==> config.mk <==
export PLATFORM = sky130hd
export DESIGN_NAME = memCtrlTop
export DESIGN_NICKNAME = d
export VERILOG_FILES = /design/src/hw/memCtrlPkg.sv /design/src/hw/slotTableIf.sv /design/src/hw/memCtrlTop.sv /design/src/hw/readDataRouter.sv /design/src/hw/readRequester.sv /design/src/hw/transferTable.sv /design/src/hw/streamFifo.sv
export SDC_FILE = /design/constraint.sdc
export NUM_CORES = 1
export LEC_CHECK = 0
export BUFFER_PORTS_ARGS = -buffer_cell sky130_fd_sc_hd__buf_2
export CAP_MARGIN = 25
export CORE_MARGIN = 4
export CORE_UTILIZATION = 60
export DETAILED_ROUTE_END_ITERATION = 7
export PLACE_DENSITY = 0.8
export SLEW_MARGIN = 20
export SYNTH_ARGS = -nofsm -noshare
export SYNTH_HDL_FRONTEND = slang
export SYNTH_HIERARCHICAL = 1
export SYNTH_SLANG_ARGS = --single-unit
==> constraint.sdc <==
create_clock -name clk -period 19.45 [get_ports clk]
set_input_delay 1.945 -clock clk [delete_from_list [all_inputs] [get_ports clk]]
set_output_delay 1.945 -clock clk [all_outputs]
set_load 0.005 [all_outputs]
==> src/hw/memCtrlPkg.sv <==
package memCtrlPkg;

    // Client and slot counts
    localparam int numClients = 2;
    localparam int numSlots = 4;
    localparam int slotIdW = 2;

    localparam int addrW = 32;
    localparam int dataW = 128;
    localparam int loadW = 32;

    // 64 byte line made of four 16 byte beats
    localparam int beatsPerLine = 4;
    localparam int beatIdxW = 2;
    localparam int lineOffW = 6;
    localparam int cacheAddrW = 8;

    localparam int arFifoDepth = 4;
    localparam int rFifoDepth = 8;

    // AXI read address fields
    localparam int axiLenW = 8;
    localparam int axiSizeW = 3;
    localparam int axiBurstW = 2;
    localparam logic [axiBurstW-1:0] burstFixed = 2'b00;
    localparam logic [axiBurstW-1:0] burstIncr = 2'b01;
    localparam logic [axiSizeW-1:0] sizeWord = 3'd2;
    localparam logic [axiSizeW-1:0] sizeBeat = 3'd4;

    typedef enum logic [1:0] {
        cmdNone,
        cmdFill,
        cmdLoadWord
    } memCmd;

    typedef struct packed {
        logic [slotIdW-1:0] id;
        logic [addrW-1:0] addr;
        logic [axiLenW-1:0] len;
        logic [axiSizeW-1:0] size;
        logic [axiBurstW-1:0] burst;
    } arPayload;

    typedef struct packed {
        logic [slotIdW-1:0] id;
        logic [dataW-1:0] data;
        logic last;
    } rPayload;

endpackage
==> src/hw/slotTableIf.sv <==
interface slotTableIf import memCtrlPkg::*; ();

    // Slot state, one bit or field per slot
    logic [numSlots-1:0] slotValid;
    logic [numSlots-1:0] slotNeedAr;
    logic [numSlots-1:0] slotIsLoad;
    logic [numSlots-1:0][addrW-1:0] slotReadAddr;
    logic [numSlots-1:0][cacheAddrW-1:0] slotCacheAddr;
    logic [numSlots-1:0][beatIdxW-1:0] slotBeatIdx;

    // AR payload accepted by the AR FIFO
    logic arIssue;
    logic [slotIdW-1:0] arSlot;

    // Read beats consumed by the router
    logic beatDone;
    logic [slotIdW-1:0] beatSlot;
    logic beatLast;
    logic loadDone;
    logic [slotIdW-1:0] loadSlot;

    modport slotTable (
        output slotValid, slotNeedAr, slotIsLoad, slotReadAddr, slotCacheAddr, slotBeatIdx,
        input arIssue, arSlot, beatDone, beatSlot, beatLast, loadDone, loadSlot
    );

    modport requester (
        input slotValid, slotNeedAr, slotIsLoad, slotReadAddr,
        output arIssue, arSlot
    );

    modport router (
        input slotIsLoad, slotCacheAddr, slotBeatIdx,
        output beatDone, beatSlot, beatLast, loadDone, loadSlot
    );

endinterface

==> src/hw/memCtrlTop.sv <==
module memCtrlTop import memCtrlPkg::*; (
    input logic clk,
    input logic rst,

    input logic [numClients-1:0] reqValid,
    input memCmd reqCmd [numClients],
    input logic [addrW-1:0] reqAddr [numClients],
    input logic [cacheAddrW-1:0] reqTag [numClients],
    output logic [numClients-1:0] stall,

    output logic [slotIdW-1:0] arId,
    output logic [addrW-1:0] arAddr,
    output logic [axiLenW-1:0] arLen,
    output logic [axiSizeW-1:0] arSize,
    output logic [axiBurstW-1:0] arBurst,
    output logic arValid,
    input logic arReady,

    input logic [slotIdW-1:0] rId,
    input logic [dataW-1:0] rData,
    input logic rLast,
    input logic rValid,
    output logic rReady,

    output logic cacheWe,
    output logic [cacheAddrW-1:0] cacheAddr,
    output logic [dataW-1:0] cacheData,

    output logic loadValid,
    output logic [cacheAddrW-1:0] loadTag,
    output logic [loadW-1:0] loadData,

    output logic fillDone,
    output logic [cacheAddrW-1:0] fillTag
);

    slotTableIf slots ();

    arPayload reqAr;
    logic reqArValid;
    logic reqArReady;
    arPayload axiAr;
    rPayload axiR;
    rPayload bufR;
    logic bufRValid;
    logic bufRTake;

    assign arId = axiAr.id;
    assign arAddr = axiAr.addr;
    assign arLen = axiAr.len;
    assign arSize = axiAr.size;
    assign arBurst = axiAr.burst;

    assign axiR.id = rId;
    assign axiR.data = rData;
    assign axiR.last = rLast;

    transferTable table0 (
        .clk(clk), .rst(rst),
        .reqValid(reqValid), .reqCmd(reqCmd), .reqAddr(reqAddr), .reqTag(reqTag),
        .stall(stall), .fillDone(fillDone), .fillTag(fillTag),
        .slots(slots.slotTable)
    );

    readRequester requester0 (
        .slots(slots.requester),
        .arData(reqAr), .arValid(reqArValid), .arReady(reqArReady)
    );

    streamFifo #(.payloadT(arPayload), .depth(arFifoDepth)) arFifo (
        .clk(clk), .rst(rst),
        .inValid(reqArValid), .inData(reqAr), .inReady(reqArReady),
        .outValid(arValid), .outData(axiAr), .outReady(arReady)
    );

    streamFifo #(.payloadT(rPayload), .depth(rFifoDepth)) rFifo (
        .clk(clk), .rst(rst),
        .inValid(rValid), .inData(axiR), .inReady(rReady),
        .outValid(bufRValid), .outData(bufR), .outReady(bufRTake)
    );

    readDataRouter router0 (
        .clk(clk), .rst(rst),
        .rData(bufR), .rValid(bufRValid), .rTake(bufRTake),
        .slots(slots.router),
        .cacheWe(cacheWe), .cacheAddr(cacheAddr), .cacheData(cacheData),
        .loadValid(loadValid), .loadTag(loadTag), .loadData(loadData)
    );

endmodule

==> src/hw/readDataRouter.sv <==
module readDataRouter import memCtrlPkg::*; (
    input logic clk,
    input logic rst,
    input rPayload rData,
    input logic rValid,
    output logic rTake,
    slotTableIf.router slots,
    output logic cacheWe,
    output logic [cacheAddrW-1:0] cacheAddr,
    output logic [dataW-1:0] cacheData,
    output logic loadValid,
    output logic [cacheAddrW-1:0] loadTag,
    output logic [loadW-1:0] loadData
);

    logic isLoad;
    logic [cacheAddrW-1:0] beatAddr;

    // Cache port and load result never back-pressure
    assign rTake = rValid;
    assign isLoad = slots.slotIsLoad[rData.id];
    assign beatAddr = slots.slotCacheAddr[rData.id] +
        cacheAddrW'(slots.slotBeatIdx[rData.id]);

    // Strobes go out at pop time so the beat count is current for the next beat
    assign slots.beatDone = rValid && !isLoad;
    assign slots.beatSlot = rData.id;
    assign slots.beatLast = rData.last;
    assign slots.loadDone = rValid && isLoad;
    assign slots.loadSlot = rData.id;

    always_ff @(posedge clk) begin
        if (rst) begin
            cacheWe <= 1'b0;
            loadValid <= 1'b0;
        end else begin
            cacheWe <= rValid && !isLoad;
            loadValid <= rValid && isLoad;
        end
    end

    always_ff @(posedge clk) begin
        cacheAddr <= beatAddr;
        cacheData <= rData.data;
        // Load slots keep the client tag in the cache address field
        loadTag <= slots.slotCacheAddr[rData.id];
        loadData <= rData.data[loadW-1:0];
    end

endmodule

==> src/hw/readRequester.sv <==
module readRequester import memCtrlPkg::*; (
    slotTableIf.requester slots,
    output arPayload arData,
    output logic arValid,
    input logic arReady
);

    logic [slotIdW-1:0] pickIdx;
    logic pickOk;

    always_comb begin
        pickIdx = '0;
        pickOk = 1'b0;
        for (int i = 0; i < numSlots; i++) begin
            if (!pickOk && slots.slotValid[i] && slots.slotNeedAr[i]) begin
                pickIdx = slotIdW'(i);
                pickOk = 1'b1;
            end
        end
    end

    always_comb begin
        arData = '0;
        arData.id = pickIdx;
        arData.addr = slots.slotReadAddr[pickIdx];
        if (slots.slotIsLoad[pickIdx]) begin
            arData.len = '0;
            arData.size = sizeWord;
            arData.burst = burstFixed;
        end else begin
            // Whole line as one INCR burst
            arData.len = axiLenW'(beatsPerLine - 1);
            arData.size = sizeBeat;
            arData.burst = burstIncr;
        end
    end

    assign arValid = pickOk;
    assign slots.arIssue = pickOk && arReady;
    assign slots.arSlot = pickIdx;

endmodule

==> src/hw/transferTable.sv <==
module transferTable import memCtrlPkg::*; (
    input logic clk,
    input logic rst,
    input logic [numClients-1:0] reqValid,
    input memCmd reqCmd [numClients],
    input logic [addrW-1:0] reqAddr [numClients],
    input logic [cacheAddrW-1:0] reqTag [numClients],
    output logic [numClients-1:0] stall,
    output logic fillDone,
    output logic [cacheAddrW-1:0] fillTag,
    slotTableIf.slotTable slots
);

    logic [slotIdW-1:0] enqIdx;
    logic enqOk;
    logic [numClients-1:0] collide;
    logic selOk;
    memCmd selCmd;
    logic [addrW-1:0] selAddr;
    logic [cacheAddrW-1:0] selTag;

    // Lowest free slot
    always_comb begin
        enqIdx = '0;
        enqOk = 1'b0;
        for (int i = 0; i < numSlots; i++) begin
            if (!enqOk && !slots.slotValid[i]) begin
                enqIdx = slotIdW'(i);
                enqOk = 1'b1;
            end
        end
    end

    // A fill may not target a line that another fill is still writing
    always_comb begin
        for (int c = 0; c < numClients; c++) begin
            collide[c] = 1'b0;
            for (int i = 0; i < numSlots; i++) begin
                if (reqCmd[c] == cmdFill && slots.slotValid[i] && !slots.slotIsLoad[i] &&
                    slots.slotCacheAddr[i][cacheAddrW-1:beatIdxW] ==
                    reqTag[c][cacheAddrW-1:beatIdxW]) begin
                    collide[c] = 1'b1;
                end
            end
        end
    end

    // Lowest index client without collision wins, all others stall
    always_comb begin
        stall = '1;
        selOk = 1'b0;
        selCmd = cmdNone;
        selAddr = '0;
        selTag = '0;
        for (int c = 0; c < numClients; c++) begin
            if (!selOk && enqOk && reqValid[c] && reqCmd[c] != cmdNone && !collide[c]) begin
                selOk = 1'b1;
                selCmd = reqCmd[c];
                selAddr = reqAddr[c];
                selTag = reqTag[c];
                stall[c] = 1'b0;
            end
        end
    end

    always_ff @(posedge clk) begin
        if (rst) begin
            slots.slotValid <= '0;
            slots.slotNeedAr <= '0;
            fillDone <= 1'b0;
        end else begin
            fillDone <= slots.beatDone && slots.beatLast;
            if (slots.arIssue) begin
                slots.slotNeedAr[slots.arSlot] <= 1'b0;
            end
            if (slots.beatDone && slots.beatLast) begin
                slots.slotValid[slots.beatSlot] <= 1'b0;
            end
            if (slots.loadDone) begin
                slots.slotValid[slots.loadSlot] <= 1'b0;
            end
            if (selOk) begin
                slots.slotValid[enqIdx] <= 1'b1;
                slots.slotNeedAr[enqIdx] <= 1'b1;
            end
        end
    end

    always_ff @(posedge clk) begin
        fillTag <= slots.slotCacheAddr[slots.beatSlot];
        if (slots.beatDone) begin
            slots.slotBeatIdx[slots.beatSlot] <= slots.slotBeatIdx[slots.beatSlot] + 1'b1;
        end
        if (selOk) begin
            slots.slotIsLoad[enqIdx] <= selCmd == cmdLoadWord;
            slots.slotBeatIdx[enqIdx] <= '0;
            if (selCmd == cmdFill) begin
                // Fills start at the line base
                slots.slotReadAddr[enqIdx] <= {selAddr[addrW-1:lineOffW], lineOffW'(0)};
                slots.slotCacheAddr[enqIdx] <= {selTag[cacheAddrW-1:beatIdxW], beatIdxW'(0)};
            end else begin
                slots.slotReadAddr[enqIdx] <= selAddr;
                slots.slotCacheAddr[enqIdx] <= selTag;
            end
        end
    end

endmodule

==> src/hw/streamFifo.sv <==
module streamFifo #(
    parameter type payloadT = logic,
    parameter int depth = 4
) (
    input logic clk,
    input logic rst,
    input logic inValid,
    input payloadT inData,
    output logic inReady,
    output logic outValid,
    output payloadT outData,
    input logic outReady
);

    localparam int ptrW = (depth > 1) ? $clog2(depth) : 1;
    localparam int cntW = $clog2(depth + 1);

    payloadT mem [depth];
    logic [ptrW-1:0] wrPtr;
    logic [ptrW-1:0] rdPtr;
    logic [cntW-1:0] count;
    logic push;
    logic pop;

    assign inReady = count != cntW'(depth);
    assign outValid = count != '0;
    assign outData = mem[rdPtr];
    assign push = inValid && inReady;
    assign pop = outValid && outReady;

    // Wrap at depth, which need not be a power of two
    function automatic logic [ptrW-1:0] nextPtr(input logic [ptrW-1:0] ptr);
        return (ptr == ptrW'(depth - 1)) ? '0 : ptr + 1'b1;
    endfunction

    always_ff @(posedge clk) begin
        if (rst) begin
            wrPtr <= '0;
            rdPtr <= '0;
            count <= '0;
        end else begin
            if (push) begin
                wrPtr <= nextPtr(wrPtr);
            end
            if (pop) begin
                rdPtr <= nextPtr(rdPtr);
            end
            if (push && !pop) begin
                count <= count + 1'b1;
            end else if (pop && !push) begin
                count <= count - 1'b1;
            end
        end
    end

    always_ff @(posedge clk) begin
        if (push) begin
            mem[wrPtr] <= inData;
        end
    end

endmodule

After elaboration in Yosys (flattened, before gate mapping)
Memory sizes are Yosys's and may differ from the RTL's. A register that Yosys moved wholly into a read port is not among the register bits.
Index checks and enable logic that the tools add are counted.
{ "classes": {"n_addsub": 10, "order_cmp": 6, "n_eq_ne": 18, "mux": 91, "bitwise_logic": 9, "n_reduce_logical": 80} }
{ "op_table": {"columns": ["operator", "n"], "rows": [
  ["$bwmux 128", 2],
  ["$mux 32", 5],
  ["$mux 128", 1],
  ["$bmux 32 s2", 1],
  ["$bwmux 32", 2],
  ["$demux 32 s2", 1],
  ["$logic_and 1x1->1", 54],
  ["$eq 6x6->1", 8],
  ["$mux 8", 6],
  ["$mux 4", 10],
  ["$mux 1", 31],
  ["$mux 2", 13],
  ["$logic_not 1->1", 20],
  ["$mux 3", 6],
  ["$bmux 8 s2", 1],
  ["$demux 8 s2", 1],
  ["$and 4x4->4", 3],
  ["$add 3x1->3 const B", 3],
  ["$lt 2x3->1 const B", 3],
  ["$add 8x2->8", 1],
  ["$and 8x8->8", 1],
  ["$bwmux 8", 1],
  ["$demux 2 s2", 2],
  ["$not 4->4", 2],
  ["other kinds (20)", 36]
]} }
{ "word_totals": {"register_bits": 376, "ramBits": 1212, "inputBits": 221, "output_inout_bits": 238, "elab_cells": 244, "memories": 2} }
{ "mem_list": {"columns": ["name", "depth", "word_bits", "read_ports", "rd_clocked_by_memory_dff", "wr", "line_no", "text"], "rows": [
  ["rFifo.mem", 8, 131, 1, 1, 1, "streamFifo.sv:18", "payloadT mem [depth];"],
  ["arFifo.mem", 4, 41, 1, 1, 1, "streamFifo.sv:18", null]
]} }

Logic depth before layout (Yosys ltp)
Gate-level depths: netlist (run 1).
{ "depth": {"ltp_word": 24, "depth_mapped": 13, "depth_no_buf": 10} }

Hierarchy
Netlist (run 1), hierarchy kept.
{ "modules_own_cells": {"columns": ["module", "n_inst", "cells_each", "area_per_inst_um2", "seq_area_each_um2"], "rows": [
  ["streamFifo (rFifo)", 1, 1589, 39947.1, 31730.4],
  ["transferTable", 1, 540, 7900.1, 5425.2],
  ["streamFifo (arFifo)", 1, 293, 7245.7, 5825.6],
  ["readDataRouter", 1, 222, 3694.8, 2922.8],
  ["readRequester", 1, 67, 1021.0, 0.0]
]} }

Least setup slack after synthesis (run 1)
OpenSTA, ideal clock, no wires.
{ "synth_path": {"kind": "input to register", "from": "input rValid", "to": "memory rFifo/mem[0][0] (netlist bit), enable pin", "setup_time_ns": 0.942, "arrival_time_ns": 14.460, "t_required_ns": 18.508, "path_slack_ns": 4.048, "path_stages": 2, "n_path_buf": 0, "cell_sequence": "nand2_1 > nor4_1"} }
{ "synth_via": {"elab_chain_cells": 3} }
{ "synth_rtl": {"columns": ["element", "line_no", "text"], "rows": [
  ["start: declaration", "memCtrlTop.sv:22", "input logic rValid,"],
  ["$logic_and 1x1->1", "streamFifo.sv:28", "assign push = inValid && inReady;"],
  ["$mux 1", "streamFifo.sv:57", "if (push) begin"],
  ["$mux 1 (not written as such)", "streamFifo.sv:58", "mem[wrPtr] <= inData;"],
  ["end: declaration", "streamFifo.sv:18", null]
]} }
Every way passes these cells.

Worst setup path after layout (run 1)
{ "layout_path": {"from": "input reqCmd[3] (netlist bit)", "to": "output stall[1]"} }
{ "layout_via": {"elab_chain_cells": 17, "elab_cells_between_ends": 28, "cone_classes": "eq/ne (1); mux (6); reduce/logical (21)"} }
{ "layout_rtl": {"columns": ["element", "line_no", "text"], "rows": [
  ["start: declaration", "memCtrlTop.sv:6", "input memCmd reqCmd [numClients],"],
  ["$eq 2x1->1", "transferTable.sv:39", "if (reqCmd[c] == cmdFill && slots.slotValid[i] && !slots.slotIsLoad[i] &&"],
  ["$logic_and 1x1->1 (3 in series)", "transferTable.sv:39", null],
  ["$mux 1 (4 in series)", "transferTable.sv:39", null],
  ["$logic_not 1->1", "transferTable.sv:56", "if (!selOk && enqOk && reqValid[c] && reqCmd[c] != cmdNone && !collide[c]) begin"],
  ["$logic_and 1x1->1 (*)", "transferTable.sv:56", null],
  ["$mux 1 (*)", "transferTable.sv:56", null],
  ["$logic_not 1->1 (*)", "transferTable.sv:56", null],
  ["$logic_and 1x1->1 (*) (4 in series)", "transferTable.sv:56", null],
  ["$mux 1 (*)", "transferTable.sv:56", null],
  ["end: declaration", "memCtrlTop.sv:9", "output logic [numClients-1:0] stall,"]
]} }
Mark *: on every way between the ends. The rest lies on a longest branch, timed or not.

==> flow_metrics.tcl, run 1 <==
set metrics [dict create \
    design_area_mm2 0.0682 \
    period_minus_slack_ns 5.90 \
    core_mm2 0.0987 \
    h-tree-depth 4 \
    netlist_instances 2711 \
    fin_crit_sh 0.304 \
    max_freq_ghz 0.169 \
    cp_data_required_time_ns 17.50 \
    synth_top_family_by_area "multiplexers" \
    place_ws_ns 13.60 \
    via_per_inst 6.16 \
    slew_violations 0 \
    cell_internal_pwr_mw 6.71 \
    port_buffers 458 \
    powerDensity_mw_per_mm2 132 \
    die_area_mm2 0.105 \
    synth_top_area_cell "edfxtp_1" \
    finClkSkew_ns 0.0348 \
    cts_tree "done" \
    gp_congestion 0.792 \
    worst-path-stages 10 \
    critPathCapture "stall[1]" \
    layout_commonest_cell "edfxtp_1" \
    rsz0062_at_grt "false" \
    numCtsBuffers 156 \
    path_max_fanout 29 \
    ys_seq_elements 1593 \
    insertion_delay_ns 0.75 \
    grt_max_degree 132 \
    fin_hold_ws_ns 0.487 \
    ys_seq_area_frac 0.768 \
    hold_path.class "reg -> reg" \
    muxShareOfSynthArea 0.163 \
    dieHeight_um 324 \
    worstReg2RegEnd "table0/slots.slotBeatIdx[0]" \
    avgSynthCellArea_um2 22.1 \
    cts_sinks 1593 \
    cp.buffers_inverters 5 \
    drt-pass1-iter-count 6 \
    power_switching_mw 2.30 \
    status "finished clean" \
    worst-setup-path-type "in -> out" \
    synth-adder-area-share 0.00414 \
    clockBufferDepth 3 \
    area_growth_pct 14.0 \
    drc 0 \
    cp_top_family "simple AND/OR/NAND/NOR gates" \
    die_w_um 324 \
    clk_pin_slew_ns 0.06 \
    antenna_found_initial 41 \
    rows 115 \
    fill_cells 5783 \
    grt-ovfl-total 0 \
    max_stage_delay_ns 0.52 \
    cts_hold_buffers 0 \
    grt_pass1_vias 30400 \
    yosys_warnings 6 \
    finalSetupViolations 0 \
    clkPwrFrac 0.330 \
    reg2reg_slack_ns 14.60 \
    tightest_slew_ns 1.08 \
    synth_edf_count 1400 \
    ios 459 \
    final_cell_mix "1400 x edfxtp_1, 458 x buf_2, 352 x mux4_2" \
    peakVddDrop_uv 96.1 \
    synth_xor_area_frac 0.00923 \
    placed_cell_area_mm2 0.0630 \
    antenna_left 0 \
    fin_tns_setup_ns 0 \
    slew_headroom 0.280 \
    postCtsSetupBuffers 0 \
    endpoint_kind "output pin" \
    fin_nets 3428 \
    syn_area_mm2 0.0598 \
    path_cells "buf_2 > nand2b_1 > buf_4 > or4b_1 > nor4_2 > nor4_4 > buf_4 > nor2b_4 > inv_1 > buf_2" \
    drv_cap 0 \
    grt_pass1_wl_um 194000 \
    wire_per_inst_um 28.1 \
    synthSimpleGateAreaFrac 0.0193 \
    worstPathArrival_ns 3.96 \
    synthTopCellsByArea "edfxtp_1 70%, mux4_2 13%, dfxtp_1 6.5%, mux2_2 2.5%, buf_4 0.77%" \
    dp_hpwl_um 73000 \
    startpoint_type "input port" \
    ys_types 65 \
    grtUsageTotal 0.251 \
    crit_start "reqCmd[3]" \
    switching_share 0.255 \
    p_comb_frac 0.195 \
    drt_first_iter_violations 2843 \
    final_core_util 0.691 \
    drive_above_1_share 0.377 \
    yosysTopAreaCellShare 0.703 \
    ctsResizeCount 0 \
    vias 28600 \
    wl_um 131000 \
    clock-root-buffer "clkbuf_16" \
    hold_viol 0 \
    start_util 0.606 \
    synthFlopType "edfxtp_1" \
    async_flop_share 0 \
    min_path_cells 2 \
    synth-compound-area-share 0.0142 \
    reg2regPathDepth 9 \
    leakagePower_nw 22.5 \
    worst_slack_ns 13.55 \
    slowest_stage "or4b_1" \
    power_frac_seq 0.476 \
]
[tightest hold or removal path: cells and delay by family (launching register included)]
family             cells  cell delay (ns)
DFF                    1             0.31
AOI/OAI and AO/OA      1             0.07
and+or+nand+nor        1             0.05
[kinds of logic (layout without fill, tap and decap cells)]
logic type,count (synthesis),after routing
flip-flops,1593,1593
other,1,44
AND/OR/NAND/NOR,204,204
buffers and inverters,217,818
AO/OA/AOI/OAI,113,113
XOR/XNOR,63,63
adder cells (fa/ha/maj),18,18
multiplexers,502,502
[layer usage]
metal  vias to the layer above  track usage  share of wire
met4                        28       0.0752          0.022
li1                      12100            -              -
met5                         -            0         0.0014
met2                      1283        0.423           0.52
met3                       224       0.0644          0.088
met1                     14900        0.329           0.37
[how the worst min path moves through the flow]
| stage | from | to | slack [ns] |
|---|---|---|---|
| after floorplan | table0/slots.slotBeatIdx[3] | table0/slots.slotBeatIdx[3] | 0.45 |
| after global placement | rFifo/rdPtr[1] | flop | 0.46 |
| after detailed placement | rFifo/rdPtr[2] | flop | 0.47 |
| after CTS | rFifo/rdPtr[2] | flop | 0.49 |
| after global routing | rFifo/rdPtr[1] | flop | 0.51 |
| final | rFifo/rdPtr[2] | flop | 0.49 |
[state kept, by name, indices dropped and copies added, names as in the netlist, 8 cells and up, named ones only]
name and cells:
rFifo/mem 1048, arFifo/mem 188, router0/cacheData 97, router0/loadData 31, table0/slots.slotReadAddr 24, router0/cacheAddr 8
router0/loadTag 8, table0/fillTag 8, table0/slots.slotBeatIdx 8, table0/slots.slotCacheAddr 8
[power groups by stage]
stage | registers (mW) | clock network [mW] | logic (mW)
3_3_place_gp | 4.33 | 0 | 1.70
3_5_place_dp | 4.35 | 0 | 1.75
2_1_floorplan | 4.29 | 0 | 1.28
5_1_grt | 4.31 | 3.18 | 1.89
6_report | 4.28 | 2.97 | 1.75
4_1_cts | 4.29 | 3.02 | 1.78
[Yosys cell counts, types with 6 or more instances]
cell type,n
xnor2_1,37
buf_2,55
inv_1,23
o31ai_1,36
o21ai_0,6
mux2_2,133
nand3_1,23
mux4_1,10
edfxtp_1,1400
nor2_1,16
a22o_1,32
nand4_1,28
and2_1,9
ha_1,15
nand2_1,58
mux2i_1,7
clkbuf_1,35
nand2b_1,11
buf_4,61
a21oi_1,15
dfxtp_1,193
xor2_1,26
nor2b_1,10
mux4_2,352
buf_6,24
nor3_1,7
nand4b_1,7
buf_1,14
[cell type report]
type                            instances  area, um^2  share of cell area
Sequential cell                      1593       45900               0.673
Multi-Input combinational cell        908       12700               0.186
Clock buffer                          212        4260              0.0625
Timing Repair Buffer                  506        2710              0.0398
Tap cell                             1287        1610              0.0236
Clock inverter                         76         828              0.0121
Inverter                               24        90.1             0.00132
Antenna cell                           36        90.1             0.00132
[metrics by stage]
stage / cells / power, mW
after floorplan: 2718 / 5.57
after global placement: 4316 / 6.03
after detailed placement: 4318 / 6.10
after CTS: 4606 / 9.08
after global routing: 4617 / 9.38
final: 4642 / 9.00
No activity file was read; power rests on OpenSTA's default activity.
==> run 2: changes to the inputs <==
Clock period 19.45 ns to 5.8 ns, I/O delays scaled along.
==> run 2 against run 1 <==
Core utilization rose by 0.13 points. Hold slack worse by 0.39 ns. Routed wire length is 1.7% lower. Non-clock buffer count fell by 8. Sequential share of layout area is 0.13 points lower. Die area is the same. Cell count decreased by 0.43%. Count of clock-buffer cells in the layout fell by 2. Critical endpoint is now table0/slots.slotBeatIdx[2]. Largest power group unchanged.
==> flow_metrics.tcl, run 2 (same netlist as run 1, synthesis figures left out) <==
set metrics [dict create \
    antenna_left 0 \
    rsz0062_at_grt "false" \
    final_cell_mix "1400 x edfxtp_1, 458 x buf_2, 352 x mux4_2" \
    top_regs "rFifo/mem x1048, arFifo/mem x188, router0/cacheData x97" \
    fin_tns_setup_ns 0 \
    holdPathEnd "rFifo/mem[7][21]" \
    multi_input_comb_area_mm2 0.0127 \
    wl_met1_um 48100 \
    slew_violations 0 \
    insertion_delay_ns 0.75 \
    fin_nets 3417 \
    finClkSkew_ns 0.0247 \
    grtUsageTotal 0.247 \
    regMostFlops "rFifo/mem" \
    die_area_mm2 0.105 \
    gp_congestion 0.838 \
    wire_per_inst_um 27.8 \
    reg2regPathDepth 8 \
    worstPathArrival_ns 4.56 \
    area_growth_pct 14.2 \
    cts_tree "done" \
    wl_met2_um 66900 \
    startpoint_type "flop" \
    drc 0 \
    grt_max_degree 132 \
    endpoint_kind "flop" \
    dieHeight_um 324 \
    drv_cap 0 \
    maxUsedRoutingLayer "met5" \
    wl_um 128000 \
    core_mm2 0.0987 \
    slew_headroom 0.281 \
    min-delay-start "rData[20]" \
    start_util 0.606 \
    worst-setup-path-type "reg -> reg" \
    cts_sinks 1593 \
    dp_hpwl_um 71700 \
    postCtsSetupBuffers 0 \
    powerDensity_mw_per_mm2 442 \
    cts_hold_buffers 0 \
    cp_data_required_time_ns 6.43 \
    clk_pin_slew_ns 0.06 \
    clockBufferDepth 3 \
    rows 115 \
    reg2reg_slack_ns 1.87 \
    port_buffers 458 \
    met3_length_um 10500 \
    layout_commonest_cell "edfxtp_1" \
    peakVddDrop_uv 366 \
    drt-pass1-iter-count 5 \
    via_per_inst 6.11 \
    path_max_fanout 34 \
    regArea_mm2 0.0459 \
    place_ws_ns 1.84 \
    worst_slack_ns 1.87 \
    clock-root-buffer "clkbuf_16" \
    vias 28300 \
    leakagePower_nw 22.5 \
    die_w_um 324 \
    hold_path.class "in -> reg" \
    antenna_found_initial 39 \
    min_path_cells 1 \
    h-tree-depth 4 \
    hold_viol 0 \
    period_minus_slack_ns 3.93 \
    status "finished clean" \
    drive_above_1_share 0.379 \
    grt_pass1_vias 29800 \
    worstReg2RegEnd "table0/slots.slotBeatIdx[2]" \
    max_freq_ghz 0.254 \
    largest_reg_flops 1048 \
    finalSetupViolations 0 \
    grt_pass1_wl_um 191000 \
    fin_crit_sh 0.678 \
    ios 459 \
    tightest_slew_ns 1.08 \
    ctsResizeCount 0 \
    drt_first_iter_violations 2799 \
    numCtsBuffers 153 \
    fill_cells 5882 \
    grt-ovfl-total 0 \
]
==> run 2: cell types whose count changed in the layout (fill, tap and decap cells not counted), sizes merged, moves of 2 or more <==
cell,previous run,this run
bufinv,13,11
clkinv,52,49
clkbuf,212,210
clkinvlp,4,10
buf,506,498
diode,36,26
==> run 2: critical path, cell delays in order, from the launching register on <==
cell and delay, ns:
dfxtp_4 0.82, mux4_2 0.59, mux2_2 0.59, mux4_1 0.66, nor2b_1 0.32, nor2b_1 0.34, nand2_1 0.15, xnor2_1 0.18
and2_1 0.15
==> run 2: final cells by class <==
cell class,count,share of cell area
well taps,1287,0.0236
diodes,26,0.000952
flip-flops and latches,1593,0.672
clock inverters,76,0.0117
inverters,24,0.00132
repair buffers,498,0.0405
multi-input cells,908,0.186
clock buffers,210,0.0637
==> run 2: worst max-delay path by stage <==
| stage | from | end | depth (start not counted) | slack [ns] |
|---|---|---|---|---|
| 3_5_place_dp | flop | table0/slots.slotBeatIdx[2] | 8 | 1.84 |
| 3_3_place_gp | flop | router0/cacheAddr[5] | 8 | 1.89 |
| 5_1_grt | flop | table0/slots.slotBeatIdx[2] | 8 | 1.49 |
| 4_1_cts | flop | table0/slots.slotBeatIdx[2] | 8 | 1.79 |
| 2_1_floorplan | rValid | rFifo/mem[7][0] | 4 | -1.33 |
| 6_report | flop | table0/slots.slotBeatIdx[2] | 8 | 1.87 |
==> run 2: report_power, final <==
part | leakage, nW | internal (mW) | switching, mW | total [mW]
Sequential | 14.3 | 13.7 | 0.614 | 14.3
Clock | 2.50 | 5.79 | 4.19 | 9.98
Combinational | 5.70 | 3.04 | 2.86 | 5.90
Total | 22.5 | 22.5 | 7.66 | 30.2
==> run 2: stage by stage <==
stage | cell area (um^2) | hold slack [ns] | std cells | util | power (mW)
6_report | 68300 | 0.0942 | 4622 | 0.692 | 30.2
2_1_floorplan | 59900 | 0.449 | 2718 | - | 18.6
5_1_grt | 68300 | 0.0654 | 4605 | 0.692 | 31.5
3_5_place_dp | 63000 | 0.479 | 4306 | 0.638 | 20.4
3_3_place_gp | 63000 | 0.450 | 4306 | 0.638 | 20.2
4_1_cts | 68200 | 0.0364 | 4592 | 0.690 | 30.4
==> run 2: routing by layer <==
metal	vias up	GRT usage
met5	-	0
met4	22	0.0687
met3	213	0.0623
met2	1165	0.420
met1	14700	0.323
li1	12100	-
